$ cat config.mk
export PLATFORM = sky130hd
export DESIGN_NAME = avr_io_top
export DESIGN_NICKNAME = d
export VERILOG_FILES = /design/src/avr_io_pkg.sv /design/src/prescaler0.sv /design/src/timer_counter0.sv /design/src/port_b.sv /design/src/io_bus_combine.sv /design/src/avr_io_top.sv
export SDC_FILE = /design/constraint.sdc
export NUM_CORES = 1
export LEC_CHECK = 0
export BUFFER_PORTS_ARGS = -buffer_cell sky130_fd_sc_hd__clkbuf_2
export CAP_MARGIN = 20
export CORE_AREA = 8 8 106 84
export DETAILED_ROUTE_END_ITERATION = 7
export DIE_AREA = 0 0 114 92
export GPL_TIMING_DRIVEN = 0
export PLACE_DENSITY = 0.73
export SYNTH_ARGS = -nofsm -noshare
export SYNTH_HDL_FRONTEND = slang
export SYNTH_SLANG_ARGS = --single-unit
$ cat constraint.sdc
create_clock -name cp2_i -period 4.81 [get_ports cp2_i]
set_input_delay 0 -clock cp2_i [delete_from_list [all_inputs] [get_ports cp2_i]]
set_output_delay 0 -clock cp2_i [all_outputs]
set_load 0.02 [all_outputs]
$ cat src/avr_io_pkg.sv
package avr_io_pkg;

	// bus and port widths
	localparam int IO_ADR_W  = 6;
	localparam int DATA_W    = 8;
	localparam int PORTB_W   = 8;
	localparam int IRQ_COUNT = 45;

	// port B register addresses
	localparam logic [IO_ADR_W-1:0] PINB_ADR  = 6'h03;
	localparam logic [IO_ADR_W-1:0] DDRB_ADR  = 6'h04;
	localparam logic [IO_ADR_W-1:0] PORTB_ADR = 6'h05;

	// flag and control registers
	localparam logic [IO_ADR_W-1:0] TIFR0_ADR = 6'h15;
	localparam logic [IO_ADR_W-1:0] PCIFR_ADR = 6'h1B;
	localparam logic [IO_ADR_W-1:0] GTCCR_ADR = 6'h23;

	// timer/counter 0 registers
	localparam logic [IO_ADR_W-1:0] TCCR0B_ADR = 6'h25;
	localparam logic [IO_ADR_W-1:0] TCNT0_ADR  = 6'h26;
	localparam logic [IO_ADR_W-1:0] OCR0A_ADR  = 6'h27;

	// bit positions
	localparam int TOV0_BIT    = 0;
	localparam int OCF0A_BIT   = 1;
	localparam int PCIF0_BIT   = 0;
	localparam int PSRSYNC_BIT = 0;
	localparam int CS0_LSB     = 0;
	localparam int CS0_W       = 3;

	// vector numbers, same as the core's irq line index
	localparam logic [5:0] PCINT0_VEC   = 6'd3;
	localparam logic [5:0] TC0_CMPA_VEC = 6'd14;
	localparam logic [5:0] TC0_OVF_VEC  = 6'd16;

	// clock select, 6 and 7 fall through to stop
	localparam logic [CS0_W-1:0] CS_STOP    = 3'd0;
	localparam logic [CS0_W-1:0] CS_DIV1    = 3'd1;
	localparam logic [CS0_W-1:0] CS_DIV8    = 3'd2;
	localparam logic [CS0_W-1:0] CS_DIV64   = 3'd3;
	localparam logic [CS0_W-1:0] CS_DIV256  = 3'd4;
	localparam logic [CS0_W-1:0] CS_DIV1024 = 3'd5;

endpackage

$ cat src/prescaler0.sv
`timescale 1ns/1ps

module prescaler0 (
	input  logic cp2_i,
	input  logic rst_i,
	input  logic psr_clr_i,
	output logic en8_o,
	output logic en64_o,
	output logic en256_o,
	output logic en1024_o
);

	// free running, wraps at 1024
	logic [9:0] psc_cnt;

	always_ff @(posedge cp2_i) begin
		if (rst_i) begin
			psc_cnt <= '0;
		end else if (psr_clr_i) begin
			// PSRSYNC restarts all taps together
			psc_cnt <= '0;
		end else begin
			psc_cnt <= psc_cnt + 10'd1;
		end
	end

	// one cycle pulse when the low bits are all ones
	always_comb begin
		en8_o    = &psc_cnt[2:0];
		en64_o   = &psc_cnt[5:0];
		en256_o  = &psc_cnt[7:0];
		en1024_o = &psc_cnt[9:0];
	end

endmodule

$ cat src/timer_counter0.sv
`timescale 1ns/1ps

module timer_counter0 import avr_io_pkg::*; (
	input  logic                cp2_i,
	input  logic                rst_i,
	input  logic [IO_ADR_W-1:0] adr_i,
	input  logic                iore_i,
	input  logic                iowe_i,
	input  logic [DATA_W-1:0]   dbus_i,
	input  logic                irqack_i,
	input  logic [5:0]          irqackad_i,
	output logic [DATA_W-1:0]   dbus_o,
	output logic                out_en_o,
	output logic                tov0_o,
	output logic                ocf0a_o
);

	logic             sel_tccr0b, sel_tcnt0, sel_ocr0a, sel_tifr0, sel_gtccr;
	logic [CS0_W-1:0] cs0;
	logic [DATA_W-1:0] tcnt0, ocr0a, tcnt0_inc;
	logic [DATA_W-1:0] tccr0b_rd, tifr0_rd;
	logic             en8, en64, en256, en1024;
	logic             cnt_en, psr_clr, wr_tcnt;
	logic             tov0_set, tov0_clr, ocf0a_set, ocf0a_clr;

	assign sel_tccr0b = (adr_i == TCCR0B_ADR);
	assign sel_tcnt0  = (adr_i == TCNT0_ADR);
	assign sel_ocr0a  = (adr_i == OCR0A_ADR);
	assign sel_tifr0  = (adr_i == TIFR0_ADR);
	assign sel_gtccr  = (adr_i == GTCCR_ADR);
	assign out_en_o   = iore_i & (sel_tccr0b | sel_tcnt0 | sel_ocr0a | sel_tifr0 | sel_gtccr);

	assign psr_clr = iowe_i & sel_gtccr & dbus_i[PSRSYNC_BIT];

	prescaler0 u_prescaler0 (
		.cp2_i     (cp2_i),
		.rst_i     (rst_i),
		.psr_clr_i (psr_clr),
		.en8_o     (en8),
		.en64_o    (en64),
		.en256_o   (en256),
		.en1024_o  (en1024)
	);

	always_comb begin
		case (cs0)
			CS_DIV1:    cnt_en = 1'b1;
			CS_DIV8:    cnt_en = en8;
			CS_DIV64:   cnt_en = en64;
			CS_DIV256:  cnt_en = en256;
			CS_DIV1024: cnt_en = en1024;
			CS_STOP:    cnt_en = 1'b0;
			default:    cnt_en = 1'b0;
		endcase
	end

	// a cpu load of TCNT0 blocks the count and its flags
	assign wr_tcnt   = iowe_i & sel_tcnt0;
	assign tcnt0_inc = tcnt0 + 8'd1;
	assign tov0_set  = cnt_en & ~wr_tcnt & (tcnt0 == 8'hFF);
	assign ocf0a_set = cnt_en & ~wr_tcnt & (tcnt0_inc == ocr0a);
	assign tov0_clr  = (iowe_i & sel_tifr0 & dbus_i[TOV0_BIT]) |
		(irqack_i & (irqackad_i == TC0_OVF_VEC));
	assign ocf0a_clr = (iowe_i & sel_tifr0 & dbus_i[OCF0A_BIT]) |
		(irqack_i & (irqackad_i == TC0_CMPA_VEC));

	always_ff @(posedge cp2_i) begin
		if (rst_i) begin
			cs0   <= CS_STOP;
			ocr0a <= '0;
			tcnt0 <= '0;
		end else begin
			if (iowe_i && sel_tccr0b) begin
				cs0 <= dbus_i[CS0_LSB +: CS0_W];
			end
			if (iowe_i && sel_ocr0a) begin
				ocr0a <= dbus_i;
			end
			if (wr_tcnt) begin
				tcnt0 <= dbus_i;
			end else if (cnt_en) begin
				tcnt0 <= tcnt0_inc;
			end
		end
	end

	// set beats clear in the same cycle
	always_ff @(posedge cp2_i) begin
		if (rst_i) begin
			tov0_o  <= 1'b0;
			ocf0a_o <= 1'b0;
		end else begin
			if (tov0_set) tov0_o <= 1'b1;
			else if (tov0_clr) tov0_o <= 1'b0;
			if (ocf0a_set) ocf0a_o <= 1'b1;
			else if (ocf0a_clr) ocf0a_o <= 1'b0;
		end
	end

	always_comb begin
		tccr0b_rd = '0;
		tccr0b_rd[CS0_LSB +: CS0_W] = cs0;
		tifr0_rd = '0;
		tifr0_rd[TOV0_BIT]  = tov0_o;
		tifr0_rd[OCF0A_BIT] = ocf0a_o;
	end

	// GTCCR falls to default and reads as zero
	always_comb begin
		case (adr_i)
			TCCR0B_ADR: dbus_o = tccr0b_rd;
			TCNT0_ADR:  dbus_o = tcnt0;
			OCR0A_ADR:  dbus_o = ocr0a;
			TIFR0_ADR:  dbus_o = tifr0_rd;
			default:    dbus_o = '0;
		endcase
	end

endmodule

$ cat src/port_b.sv
`timescale 1ns/1ps

module port_b import avr_io_pkg::*; (
	input  logic                cp2_i,
	input  logic                rst_i,
	input  logic [IO_ADR_W-1:0] adr_i,
	input  logic                iore_i,
	input  logic                iowe_i,
	input  logic [DATA_W-1:0]   dbus_i,
	input  logic                irqack_i,
	input  logic [5:0]          irqackad_i,
	input  logic [PORTB_W-1:0]  pinb_i,
	output logic [DATA_W-1:0]   dbus_o,
	output logic                out_en_o,
	output logic                pcif0_o,
	output logic [PORTB_W-1:0]  dd_o,
	output logic [PORTB_W-1:0]  pv_o,
	output logic [PORTB_W-1:0]  pu_o
);

	logic               sel_pinb, sel_ddrb, sel_portb, sel_pcifr;
	logic [PORTB_W-1:0] ddrb, portb;
	logic [PORTB_W-1:0] pin_meta, pin_sync, pin_hist;
	logic               pc_set, pc_clr;
	logic [DATA_W-1:0]  pcifr_rd;

	assign sel_pinb  = (adr_i == PINB_ADR);
	assign sel_ddrb  = (adr_i == DDRB_ADR);
	assign sel_portb = (adr_i == PORTB_ADR);
	assign sel_pcifr = (adr_i == PCIFR_ADR);
	assign out_en_o  = iore_i & (sel_pinb | sel_ddrb | sel_portb | sel_pcifr);

	always_ff @(posedge cp2_i) begin
		if (rst_i) begin
			ddrb  <= '0;
			portb <= '0;
		end else begin
			if (iowe_i && sel_ddrb) begin
				ddrb <= dbus_i;
			end
			// writing PINB flips the selected PORTB bits
			if (iowe_i && sel_pinb) begin
				portb <= portb ^ dbus_i;
			end else if (iowe_i && sel_portb) begin
				portb <= dbus_i;
			end
		end
	end

	// two stage synchronizer plus one stage of history
	always_ff @(posedge cp2_i) begin
		pin_meta <= pinb_i;
		pin_sync <= pin_meta;
		pin_hist <= pin_sync;
	end

	assign pc_set = |(pin_sync ^ pin_hist);
	assign pc_clr = (iowe_i & sel_pcifr & dbus_i[PCIF0_BIT]) |
		(irqack_i & (irqackad_i == PCINT0_VEC));

	always_ff @(posedge cp2_i) begin
		if (rst_i) begin
			pcif0_o <= 1'b0;
		end else if (pc_set) begin
			pcif0_o <= 1'b1;
		end else if (pc_clr) begin
			pcif0_o <= 1'b0;
		end
	end

	// pull-up on inputs driven high in PORTB
	assign dd_o = ddrb;
	assign pv_o = portb;
	assign pu_o = portb & ~ddrb;

	always_comb begin
		pcifr_rd = '0;
		pcifr_rd[PCIF0_BIT] = pcif0_o;
		case (adr_i)
			PINB_ADR:  dbus_o = pin_sync;
			DDRB_ADR:  dbus_o = ddrb;
			PORTB_ADR: dbus_o = portb;
			PCIFR_ADR: dbus_o = pcifr_rd;
			default:   dbus_o = '0;
		endcase
	end

endmodule

$ cat src/io_bus_combine.sv
`timescale 1ns/1ps

module io_bus_combine import avr_io_pkg::*; (
	input  logic [DATA_W-1:0] tc0_dbus_i,
	input  logic [DATA_W-1:0] pb_dbus_i,
	input  logic              tc0_en_i,
	input  logic              pb_en_i,
	input  logic              tov0_i,
	input  logic              ocf0a_i,
	input  logic              pcif0_i,
	output logic [DATA_W-1:0] dbus_o,
	output logic              irq_pending_o,
	output logic [5:0]        irq_vector_o
);

	logic [IRQ_COUNT-1:0] irq_lines;

	// timer has first claim on the read bus
	assign dbus_o = tc0_en_i ? tc0_dbus_i :
		pb_en_i ? pb_dbus_i : '0;

	always_comb begin
		irq_lines = '0;
		irq_lines[PCINT0_VEC]   = pcif0_i;
		irq_lines[TC0_CMPA_VEC] = ocf0a_i;
		irq_lines[TC0_OVF_VEC]  = tov0_i;
	end

	assign irq_pending_o = |irq_lines;

	// scan from the top so the lowest set line is left last
	always_comb begin
		irq_vector_o = '0;
		for (int i = IRQ_COUNT - 1; i >= 0; i--) begin
			if (irq_lines[i]) begin
				irq_vector_o = 6'(i);
			end
		end
	end

endmodule

$ cat src/avr_io_top.sv
`timescale 1ns/1ps

module avr_io_top import avr_io_pkg::*; (
	input  logic                cp2_i,
	input  logic                rst_i,
	input  logic [IO_ADR_W-1:0] adr_i,
	input  logic                iore_i,
	input  logic                iowe_i,
	input  logic [DATA_W-1:0]   dbus_i,
	input  logic                irqack_i,
	input  logic [5:0]          irqackad_i,
	input  logic [PORTB_W-1:0]  pinb_i,
	output logic [DATA_W-1:0]   dbus_o,
	output logic                irq_pending_o,
	output logic [5:0]          irq_vector_o,
	output logic [PORTB_W-1:0]  dd_o,
	output logic [PORTB_W-1:0]  pv_o,
	output logic [PORTB_W-1:0]  pu_o
);

	logic [DATA_W-1:0] tc0_dbus, pb_dbus;
	logic              tc0_en, pb_en;
	logic              tov0, ocf0a, pcif0;

	timer_counter0 u_tc0 (
		.cp2_i      (cp2_i),
		.rst_i      (rst_i),
		.adr_i      (adr_i),
		.iore_i     (iore_i),
		.iowe_i     (iowe_i),
		.dbus_i     (dbus_i),
		.irqack_i   (irqack_i),
		.irqackad_i (irqackad_i),
		.dbus_o     (tc0_dbus),
		.out_en_o   (tc0_en),
		.tov0_o     (tov0),
		.ocf0a_o    (ocf0a)
	);

	port_b u_port_b (
		.cp2_i      (cp2_i),
		.rst_i      (rst_i),
		.adr_i      (adr_i),
		.iore_i     (iore_i),
		.iowe_i     (iowe_i),
		.dbus_i     (dbus_i),
		.irqack_i   (irqack_i),
		.irqackad_i (irqackad_i),
		.pinb_i     (pinb_i),
		.dbus_o     (pb_dbus),
		.out_en_o   (pb_en),
		.pcif0_o    (pcif0),
		.dd_o       (dd_o),
		.pv_o       (pv_o),
		.pu_o       (pu_o)
	);

	// read select and interrupt encode
	io_bus_combine u_combine (
		.tc0_dbus_i    (tc0_dbus),
		.pb_dbus_i     (pb_dbus),
		.tc0_en_i      (tc0_en),
		.pb_en_i       (pb_en),
		.tov0_i        (tov0),
		.ocf0a_i       (ocf0a),
		.pcif0_i       (pcif0),
		.dbus_o        (dbus_o),
		.irq_pending_o (irq_pending_o),
		.irq_vector_o  (irq_vector_o)
	);

endmodule

==> impl_metrics.py, run 1 <==
metrics = {
    "place": {
        "hpwl_um": 7610,
        "port_buffers": 65,
        "place.gp.congestion": 0.891,
    },
    "synthesis": {
        "synth_fa_ha_area_frac": 0.0107,
        "syn_area_um2": 3510,
        "synth_nets": 448,
        "synthCells": 412,
        "synth_compound_area_frac": 0.200,
        "synth_xor_area_frac": 0.0698,
        "ys_seq_area_frac": 0.410,
        "synth_top_family_by_area": "simple AND/OR/NAND/NOR gates",
        "synth_cell_types": 55,
        "synth-simple-area-share": 0.253,
        "synth_flop_cell": "dfxtp_1",
        "synth.area.mux_share": 0.0146,
        "ys_ff_latch": 72,
        "synth_edf_count": 0,
        "yosysWarningCount": 0,
        "avgSynthCellArea_um2": 8.52,
        "synthArstFlopShare": 0,
    },
    "drt": {
        "drt_iter0_drc": 404,
        "ant_nets": 0,
        "dr.pass1.iters": 5,
        "num_vias": 3539,
        "route.detailed.drc": 0,
        "wire_per_inst_um": 17.0,
        "vias_per_cell": 5.84,
        "routed_wl_um": 10300,
    },
    "power": {
        "vdd_ir_drop_max_mv": 0.146,
        "total_power_w": 0.00112,
        "leakagePower_nw": 1.60,
        "power_density_nw_per_um2": 264,
    },
    "sta": {
        "skew_ns": 0.00294,
        "clock.fmax_mhz": 447,
        "slew-limit-headroom": 0.490,
        "max_slew.worst_pin.slew_ns": 0.761,
        "report.final.slew_viol_count": 0,
        "period_minus_slack_ns": 2.24,
        "rsz0062_at_grt": "false",
        "setup_tns_ns": 0,
        "setup-violations-final": 0,
        "finalCritPeriodShare": 0.465,
        "hold_violations": 0,
    },
    "global_route": {
        "first_global_vias": 3300,
        "grt_pass1_wl_um": 16500,
        "antenna_found_initial": 0,
        "use_met2": 0.286,
        "grt.total_usage": 0.196,
        "gr-max-usage-layer": "met2",
        "overflow": 0,
        "grtUsageMet1": 0.264,
        "grt_start_max_net_pins": 13,
        "grt.met3_usage": 0.0583,
    },
    "worst_setup_path": {
        "slowest_stage": "clkbuf_1",
        "arrival_ns": 2.49,
        "end_kind": "register",
        "path_cells": "ha_1 -> ha_1 -> a21oi_1 -> nor2_1 -> a22oi_2 -> clkbuf_1 -> o31ai_1 -> a311oi_1",
        "critPathMaxStageDelay_ns": 0.43,
        "crit_top_cell": "ha_1",
        "required_ns": 5.06,
        "critPathKind": "register to register",
        "critical_path_peak_fanout": 10,
        "cp-start-kind": "register",
    },
    "cells_and_area": {
        "antenna_cells": 0,
        "drive_gt1_frac": 0.212,
        "fin_nets": 537,
        "syn_to_final_growth_pct": 21.2,
    },
    "floorplan": {
        "die_x_um": 114,
        "die_height_um": 92,
        "io_pins": 72,
        "fp-row-count": 27,
        "dieArea_um2": 10500,
        "core-area_um2": 7160,
        "initial_utilization": 0.490,
    },
    "clock_tree": {
        "cts-root-buf": "clkbuf_8",
        "numCtsBuffers": 9,
        "cts_tree": "yes",
        "clkLatencyLatePin_ns": 0.35,
        "clock-sinks": 72,
        "path_clk_slew_ns": 0.07,
        "h-tree-depth": 3,
        "ctsLongestPathBuffers": 2,
    },
    "worst_hold_path": {
        "hold_path_class": "primary input to register",
    },
    "outcome": {
        "outcome": "completed",
    },
    "run": {
        "drv_cap": 0,
    },
}
-- cell usage in the layout (no fill, tap or decap), types with 4 or more instances in the layout --
| cell | Yosys | final |
|---|---|---|
| a311oi_1 | 6 | 6 |
| clkbuf_1 | 12 | 12 |
| inv_1 | 5 | 5 |
| nand2_1 | 39 | 39 |
| nor2b_1 | 13 | 13 |
| nand2b_1 | 5 | 5 |
| xnor2_1 | 11 | 11 |
| clkbuf_8 | 0 | 9 |
| a222oi_1 | 7 | 7 |
| o211ai_1 | 10 | 10 |
| or3_1 | 7 | 7 |
| mux2i_1 | 4 | 4 |
| buf_4 | 4 | 4 |
| a21oi_1 | 23 | 23 |
| buf_2 | 8 | 8 |
| nand3_1 | 30 | 30 |
| o21ai_0 | 13 | 13 |
| o22ai_1 | 7 | 7 |
| nor2_1 | 46 | 46 |
| dfxtp_1 | 72 | 72 |
| xor2_1 | 17 | 17 |
| a22oi_1 | 10 | 10 |
| dlygate4sd3_1 | 0 | 13 |
| nand3b_1 | 4 | 4 |
| a31oi_1 | 9 | 9 |
| clkbuf_2 | 2 | 67 |
-- final timing paths --
kind	from	to	slack, ns	cells after the start
max	u_tc0.u_prescaler0.psc_cnt[0]	u_tc0.tcnt0[6]	2.57	8
min reg2reg	u_port_b.pin_meta[2]	u_port_b.pin_sync[2]	0.33	0
min	dbus_i[2]	u_port_b.dd_o[2]	0.02	3
max reg2reg	u_tc0.u_prescaler0.psc_cnt[0]	u_tc0.tcnt0[6]	2.57	8
-- cell usage after synthesis, types with 10 or more instances --
master / count / share of area
o21ai_0: 13 / 0.019
nand2_1: 39 / 0.042
xor2_1: 17 / 0.042
xnor2_1: 11 / 0.027
dfxtp_1: 72 / 0.41
nor2_1: 46 / 0.049
o211ai_1: 10 / 0.021
nor2b_1: 13 / 0.023
a21oi_1: 23 / 0.033
nand3_1: 30 / 0.043
clkbuf_1: 12 / 0.013
a22oi_1: 10 / 0.021
-- registers in the layout (all words and copies together) (netlist names), 3 cells and up --
name,flops
u_tc0.ocr0a,8
u_tc0.tcnt0,8
u_port_b.pv_o,8
u_port_b.pin_hist,8
u_port_b.pin_sync,8
u_port_b.pin_meta,8
u_port_b.dd_o,8
u_tc0.u_prescaler0.psc_cnt,10
u_tc0.cs0,3
-- final cells by class --
cell class / instances / area (µm²)
Buffer: 26 / 125
Clock buffer: 9 / 124
Clock inverter: 6 / 37.5
Fill cell: 668 / 2910
Inverter: 5 / 18.8
Multi-Input combinational cell: 309 / 1930
Sequential cell: 72 / 1440
Tap cell: 101 / 126
Timing Repair Buffer: 78 / 455
-- critical path: cells and delay by family (launching register included) --
kind / cells / cell delay [ns]
adder cells (fa/ha/maj): 2 / 0.45
AND/OR/NAND/NOR: 1 / 0.06
buffers and inverters: 1 / 0.43
flip-flops: 1 / 0.34
AO/OA/AOI/OAI: 4 / 0.87
-- logic make-up after synthesis --
group | after synthesis
DFF | 72
AOI/OAI and AO/OA | 102
muxes | 5
other | 1
xor gates and xnor gates | 28
buffers and inverters | 31
and+or+nand+nor | 170
adders and majority gates | 3
-- where the power goes --
part / leakage (nW) / switching, W / internal, W
registers: 0.590 / 0.0000110 / 0.000611
logic: 0.930 / 0.0000601 / 0.0000396
clock network: 0.0769 / 0.000220 / 0.000181
total: 1.60 / 0.000291 / 0.000832
-- layer usage --
layer,routed length (µm),vias up
li1,-,1675
met3,1160,22
met5,0,-
met4,234,0
met1,4550,1667
met2,4330,175
-- stage by stage --
step / worst slack, ns / hold WS (ns) / cell area, µm² / std cells / utilization
2_1_floorplan: 2.97 / 0.0277 / 3510 / 412 / -
3_3_place_gp: 2.65 / 0.102 / 3960 / 578 / 0.553
3_5_place_dp: 2.58 / 0.104 / 3960 / 578 / 0.553
4_1_cts: 2.56 / 0.000728 / 4260 / 606 / 0.594
5_1_grt: 2.38 / 0.0191 / 4260 / 606 / 0.594
6_report: 2.57 / 0.0171 / 4260 / 606 / 0.594
-- what timing repair did --
action                                 4_1_cts  5_1_grt
hold buffers                                13        0
setup endpoints to repair                    0        0
resized for setup                            0        0
setup buffers                                0        0
endpoints found under the hold margin       22        0
(Power assumes the default switching activity.)
==> run 2, diff against run 1 <==
- clock period: 4.81 -> 2.13 ns (I/O delays scaled with it)
==> run 2 against run 1 <==
Effect of this change:
- flip-flop and latch count stayed put
- total power up 130%
- critical path type is now primary input to output pin
- clock skew hardly changed
- global-route usage stayed put
- non-clock buffer count unchanged
- critical path depth unchanged
- setup slack got worse by 2.5 ns
- cell count did not move
- die area did not move
- clock power rose by 130%
- largest cell class unchanged
==> impl_metrics.py, run 2 (synthesis results as in run 1) <==
metrics = {
    "outcome": {
        "outcome": "completed",
    },
    "sta": {
        "max_slew.worst_pin.slew_ns": 0.755,
        "whs_ns": 0.0116,
        "finalCritPeriodShare": 0.956,
        "rsz0062_at_grt": "false",
        "worst_slack_ns": 0.0936,
        "setup-violations-final": 0,
        "skew_ns": 0.00261,
        "report.final.slew_viol_count": 0,
        "hold_violations": 0,
        "period_minus_slack_ns": 2.04,
        "clock.fmax_mhz": 491,
        "slew-limit-headroom": 0.495,
    },
    "clock_tree": {
        "path_clk_slew_ns": 0.07,
        "cts-root-buf": "clkbuf_8",
        "clock-sinks": 72,
        "clkLatencyLatePin_ns": 0.35,
        "h-tree-depth": 3,
        "cts_tree": "yes",
        "ctsLongestPathBuffers": 2,
        "numCtsBuffers": 9,
    },
    "global_route": {
        "antenna_found_initial": 0,
        "grt.total_usage": 0.196,
        "grt_pass1_wl_um": 16500,
        "overflow": 0,
        "first_global_vias": 3300,
        "grt_start_max_net_pins": 13,
    },
    "power": {
        "leakagePower_nw": 1.60,
        "clkPwrFrac": 0.357,
        "p_sw_w": 0.000659,
        "power_frac_seq": 0.554,
        "switching_share": 0.260,
        "comb_power_share": 0.089,
        "power_density_nw_per_um2": 595,
        "intPower_w": 0.00188,
        "vdd_ir_drop_max_mv": 0.329,
    },
    "place": {
        "port_buffers": 65,
        "hpwl_um": 7610,
        "place.gp.congestion": 0.891,
        "dp_slack_ns": -0.0988,
    },
    "drt": {
        "dr.pass1.iters": 6,
        "routed_wl_um": 10300,
        "vias_per_cell": 5.83,
        "num_vias": 3534,
        "drt_iter0_drc": 382,
        "route.detailed.drc": 0,
        "wire_per_inst_um": 17.0,
        "ant_nets": 0,
    },
    "cells_and_area": {
        "syn_to_final_growth_pct": 21.5,
        "fin_nets": 537,
        "largest_register_ffs": 10,
        "multi_input_area_um2": 1930,
        "regArea_um2": 1440,
        "antenna_cells": 0,
        "layout_common_cells": "71 x dfxtp_1, 68 x clkbuf_2, 46 x nor2_1",
        "drive_gt1_frac": 0.220,
        "regMostFlops": "u_tc0.u_prescaler0.psc_cnt",
        "final.fill_count": 668,
        "final_common_cell": "dfxtp_1",
    },
    "floorplan": {
        "io_pins": 72,
        "dieArea_um2": 10500,
        "core-area_um2": 7160,
        "fp-row-count": 27,
        "die_height_um": 92,
        "die_x_um": 114,
        "initial_utilization": 0.490,
    },
    "worst_setup_path": {
        "required_ns": 2.13,
        "arrival_ns": 2.04,
        "critPathKind": "primary input to output pin",
        "critPathMaxStageDelay_ns": 0.54,
        "critical_path_peak_fanout": 10,
        "cp-start-kind": "primary input",
        "path_delay_family": "simple AND/OR/NAND/NOR gates",
        "crit_top_cell": "clkbuf_2",
        "end_kind": "output pin",
        "path_cells": "clkbuf_2 -> buf_2 -> or4_1 -> nor2_2 -> buf_4 -> a222oi_1 -> o32ai_1 -> clkbuf_2",
        "worst-path-buf-inv": 4,
        "slowest_stage": "or4_1",
    },
    "run": {
        "drv_cap": 0,
    },
    "worst_hold_path": {
        "hold_path_class": "primary input to register",
    },
}
run 2: cell count changes in the layout (fill, tap and decap cells not counted), sizes merged:
cell | before | now
buf | 12 | 13
clkbuf | 88 | 87
run 2: layer usage:
metal	global-route usage	routed length [µm]
met4	0.0751	207
met3	0.0583	1190
met2	0.286	4360
met1	0.264	4570
met5	0	0
run 2: stage by stage:
step	total power [W]	instance area, µm²	instances	TNS [ns]	utilization
after floorplan	0.00155	3510	412	0	-
after global placement	0.00163	3960	578	-0.137	0.553
after detailed placement	0.00164	3960	578	-0.402	0.553
after CTS	0.00256	4260	606	0	0.594
after global routing	0.00263	4270	606	0	0.596
final	0.00254	4270	606	0	0.596
run 2: repair_timing:
item                                    CTS  global route
hold buffers                             13             0
endpoints found under the setup margin    7            10
buffers inserted                          0             0
endpoints found under the hold margin    22             0
pin swaps                                 0             2
gates resized for setup                   1             8
run 2: worst register-to-register path, cell delays in order, from the launching register on:
cell      delay [ns]
dfxtp_1         0.36
ha_2            0.22
nand3_1         0.14
o211ai_1        0.22
a22oi_2         0.15
or4_1           0.53
a311oi_1        0.27
run 2: cell type report:
type                    instances  share of cell area
multi-input cells             309               0.452
well taps                     101              0.0296
inverters                       5             0.00440
flip-flops and latches         72               0.338
plain buffers                  26              0.0314
repair buffers                 78               0.107
clock buffers                   9              0.0290
clock inverters                 6             0.00880
run 2: final timing paths:
path	start	to	slack [ns]	depth (start not counted)
worst max-delay path	adr_i[1]	dbus_o[2]	0.09	8
worst min register to register	u_port_b.pin_meta[6]	u_port_b.pin_sync[6]	0.33	0
worst min-delay path	dbus_i[2]	u_port_b.dd_o[2]	0.01	3
worst max register to register	u_tc0.u_prescaler0.psc_cnt[1]	u_tc0.tcnt0[6]	0.14	6
run 2: power by group through the flow:
| stage | Combinational [W] | Clock (W) | Sequential (W) |
|---|---|---|---|
| after global routing | 0.000246 | 0.000979 | 0.00141 |
| after floorplan | 0.000117 | 0 | 0.00143 |
| after detailed placement | 0.000202 | 0 | 0.00144 |
| after CTS | 0.000222 | 0.000928 | 0.00141 |
| after global placement | 0.000197 | 0 | 0.00143 |
| final | 0.000226 | 0.000905 | 0.00141 |
==> run 3, diff against run 2 <==
- HOLD_SLACK_MARGIN: unset -> 0.05
- SKIP_LAST_GASP: unset -> 1
==> run 3 against run 2 <==
Effect of this change:
- cell count is 0.50% higher
- critical endpoint unchanged
- register-to-register slack hardly changed
- clock skew hardly changed
- cell area grew 0.70%
- sequential share of layout area down 0.24 points
- combinational power up 2%
==> impl_metrics.py, run 3 (synthesis results as in run 1) <==
metrics = {
    "sta": {
        "rsz0062_at_grt": "false",
        "max_slew.worst_pin.slew_ns": 0.722,
        "clock.fmax_mhz": 490,
        "period_minus_slack_ns": 2.04,
        "setup_tns_ns": 0,
        "finalCritPeriodShare": 0.958,
        "setup-violations-final": 0,
        "report.final.slew_viol_count": 0,
        "skew_ns": 0.00263,
        "hold_violations": 0,
        "slew-limit-headroom": 0.517,
    },
    "floorplan": {
        "dieArea_um2": 10500,
        "fp-row-count": 27,
        "initial_utilization": 0.490,
        "die_height_um": 92,
        "die_x_um": 114,
        "io_pins": 72,
        "core-area_um2": 7160,
    },
    "worst_setup_path": {
        "required_ns": 2.13,
        "end_kind": "output pin",
        "cp-start-kind": "primary input",
        "critical_path_peak_fanout": 10,
        "critPathKind": "primary input to output pin",
        "arrival_ns": 2.04,
    },
    "cells_and_area": {
        "antenna_cells": 0,
        "fin_nets": 540,
        "layout_common_cells": "71 x dfxtp_1, 68 x clkbuf_2, 46 x nor2_1",
        "syn_to_final_growth_pct": 22.4,
        "final.fill_count": 664,
        "final_cell_area_um2": 4300,
        "regMostFlops": "u_tc0.u_prescaler0.psc_cnt",
        "final_common_cell": "dfxtp_1",
        "largest_register_ffs": 10,
        "drive_gt1_frac": 0.219,
    },
    "clock_tree": {
        "clkLatencyLatePin_ns": 0.34,
        "postCtsSetupBuffers": 0,
        "h-tree-depth": 3,
        "cts-root-buf": "clkbuf_8",
        "path_clk_slew_ns": 0.07,
        "cts_tree": "yes",
        "ctsLongestPathBuffers": 2,
        "clock-sinks": 72,
        "numCtsBuffers": 9,
    },
    "global_route": {
        "grt_start_max_net_pins": 13,
        "antenna_found_initial": 0,
        "grt.total_usage": 0.196,
        "first_global_vias": 3315,
        "grt_pass1_wl_um": 16500,
        "overflow": 0,
    },
    "drt": {
        "route.detailed.drc": 0,
        "ant_nets": 0,
        "wire_per_inst_um": 16.9,
        "num_vias": 3547,
        "drt_iter0_drc": 384,
        "vias_per_cell": 5.82,
        "routed_wl_um": 10300,
        "dr.pass1.iters": 6,
    },
    "power": {
        "leakagePower_nw": 1.62,
        "power_density_nw_per_um2": 591,
        "vdd_ir_drop_max_mv": 0.329,
    },
    "outcome": {
        "outcome": "completed",
    },
    "place": {
        "hpwl_um": 7610,
        "port_buffers": 65,
        "dpl-instance-area_um2": 3960,
        "place.gp.congestion": 0.891,
    },
    "worst_hold_path": {
        "hold_path_class": "primary input to register",
    },
    "run": {
        "drv_cap": 0,
    },
}
==> run 3: cell count changes in the layout (fill, tap and decap cells not counted) <==
cell and change:
dlygate4sd3_1 +3
==> run 3: power breakdown <==
| part | total [W] | internal, W | switching, W |
|---|---|---|---|
| Combinational | 0.000230 | 0.0000936 | 0.000137 |
| Sequential | 0.00141 | 0.00138 | 0.0000252 |
| Clock | 0.000903 | 0.000408 | 0.000495 |
==> run 3: final timing paths <==
kind	start	end	slack, ns	cells after the start
min	irqackad_i[4]	u_tc0.tov0_o	0.12	4
max reg2reg	u_tc0.u_prescaler0.psc_cnt[1]	u_tc0.tcnt0[6]	0.14	6
max	adr_i[1]	dbus_o[2]	0.09	8
min reg2reg	u_port_b.pin_meta[6]	u_port_b.pin_sync[6]	0.33	0
==> run 3: metrics by stage <==
step | hold slack [ns] | total power (W) | util | setup slack, ns | std cells
after detailed placement | 0.104 | 0.00164 | 0.553 | -0.0988 | 578
after global routing | 0.135 | 0.00264 | 0.600 | 0.00209 | 609
after global placement | 0.102 | 0.00163 | 0.553 | -0.0321 | 578
after floorplan | 0.0277 | 0.00155 | - | 0.291 | 412
after CTS | 0.0932 | 0.00256 | 0.599 | 0.0361 | 609
final | 0.117 | 0.00254 | 0.600 | 0.0904 | 609
==> run 3: final cells by class <==
cell class	count	area [µm²]	area share
Multi-Input combinational cell	309	1930	0.449
Buffer	26	134	0.0311
Timing Repair Buffer	81	485	0.113
Clock buffer	9	124	0.0288
Tap cell	101	126	0.0294
Inverter	5	18.8	0.00437
Sequential cell	72	1440	0.336
Clock inverter	6	37.5	0.00873
==> run 3: repair_timing <==
| action | CTS | global route |
|---|---|---|
| endpoints found under the setup margin | 7 | 10 |
| pin swaps | 0 | 2 |
| endpoints found under the hold margin | 36 | 0 |
| hold buffers | 16 | 0 |
| resized for setup | 1 | 8 |
==> run 3: metal layers <==
metal / up-vias / part of all wire / global-route usage
li1: 1679 / - / -
met1: 1666 / 0.45 / 0.264
met2: 182 / 0.42 / 0.287
met3: 20 / 0.11 / 0.0583
met4: 0 / 0.020 / 0.0751
met5: - / 0 / 0
==> run 3: worst max-delay path, stage by stage <==
cell and delay, ns:
clkbuf_2 0.09, buf_2 0.17, or4_1 0.54, nor2_2 0.37, buf_4 0.27, a222oi_1 0.10, o32ai_1 0.25, clkbuf_2 0.24
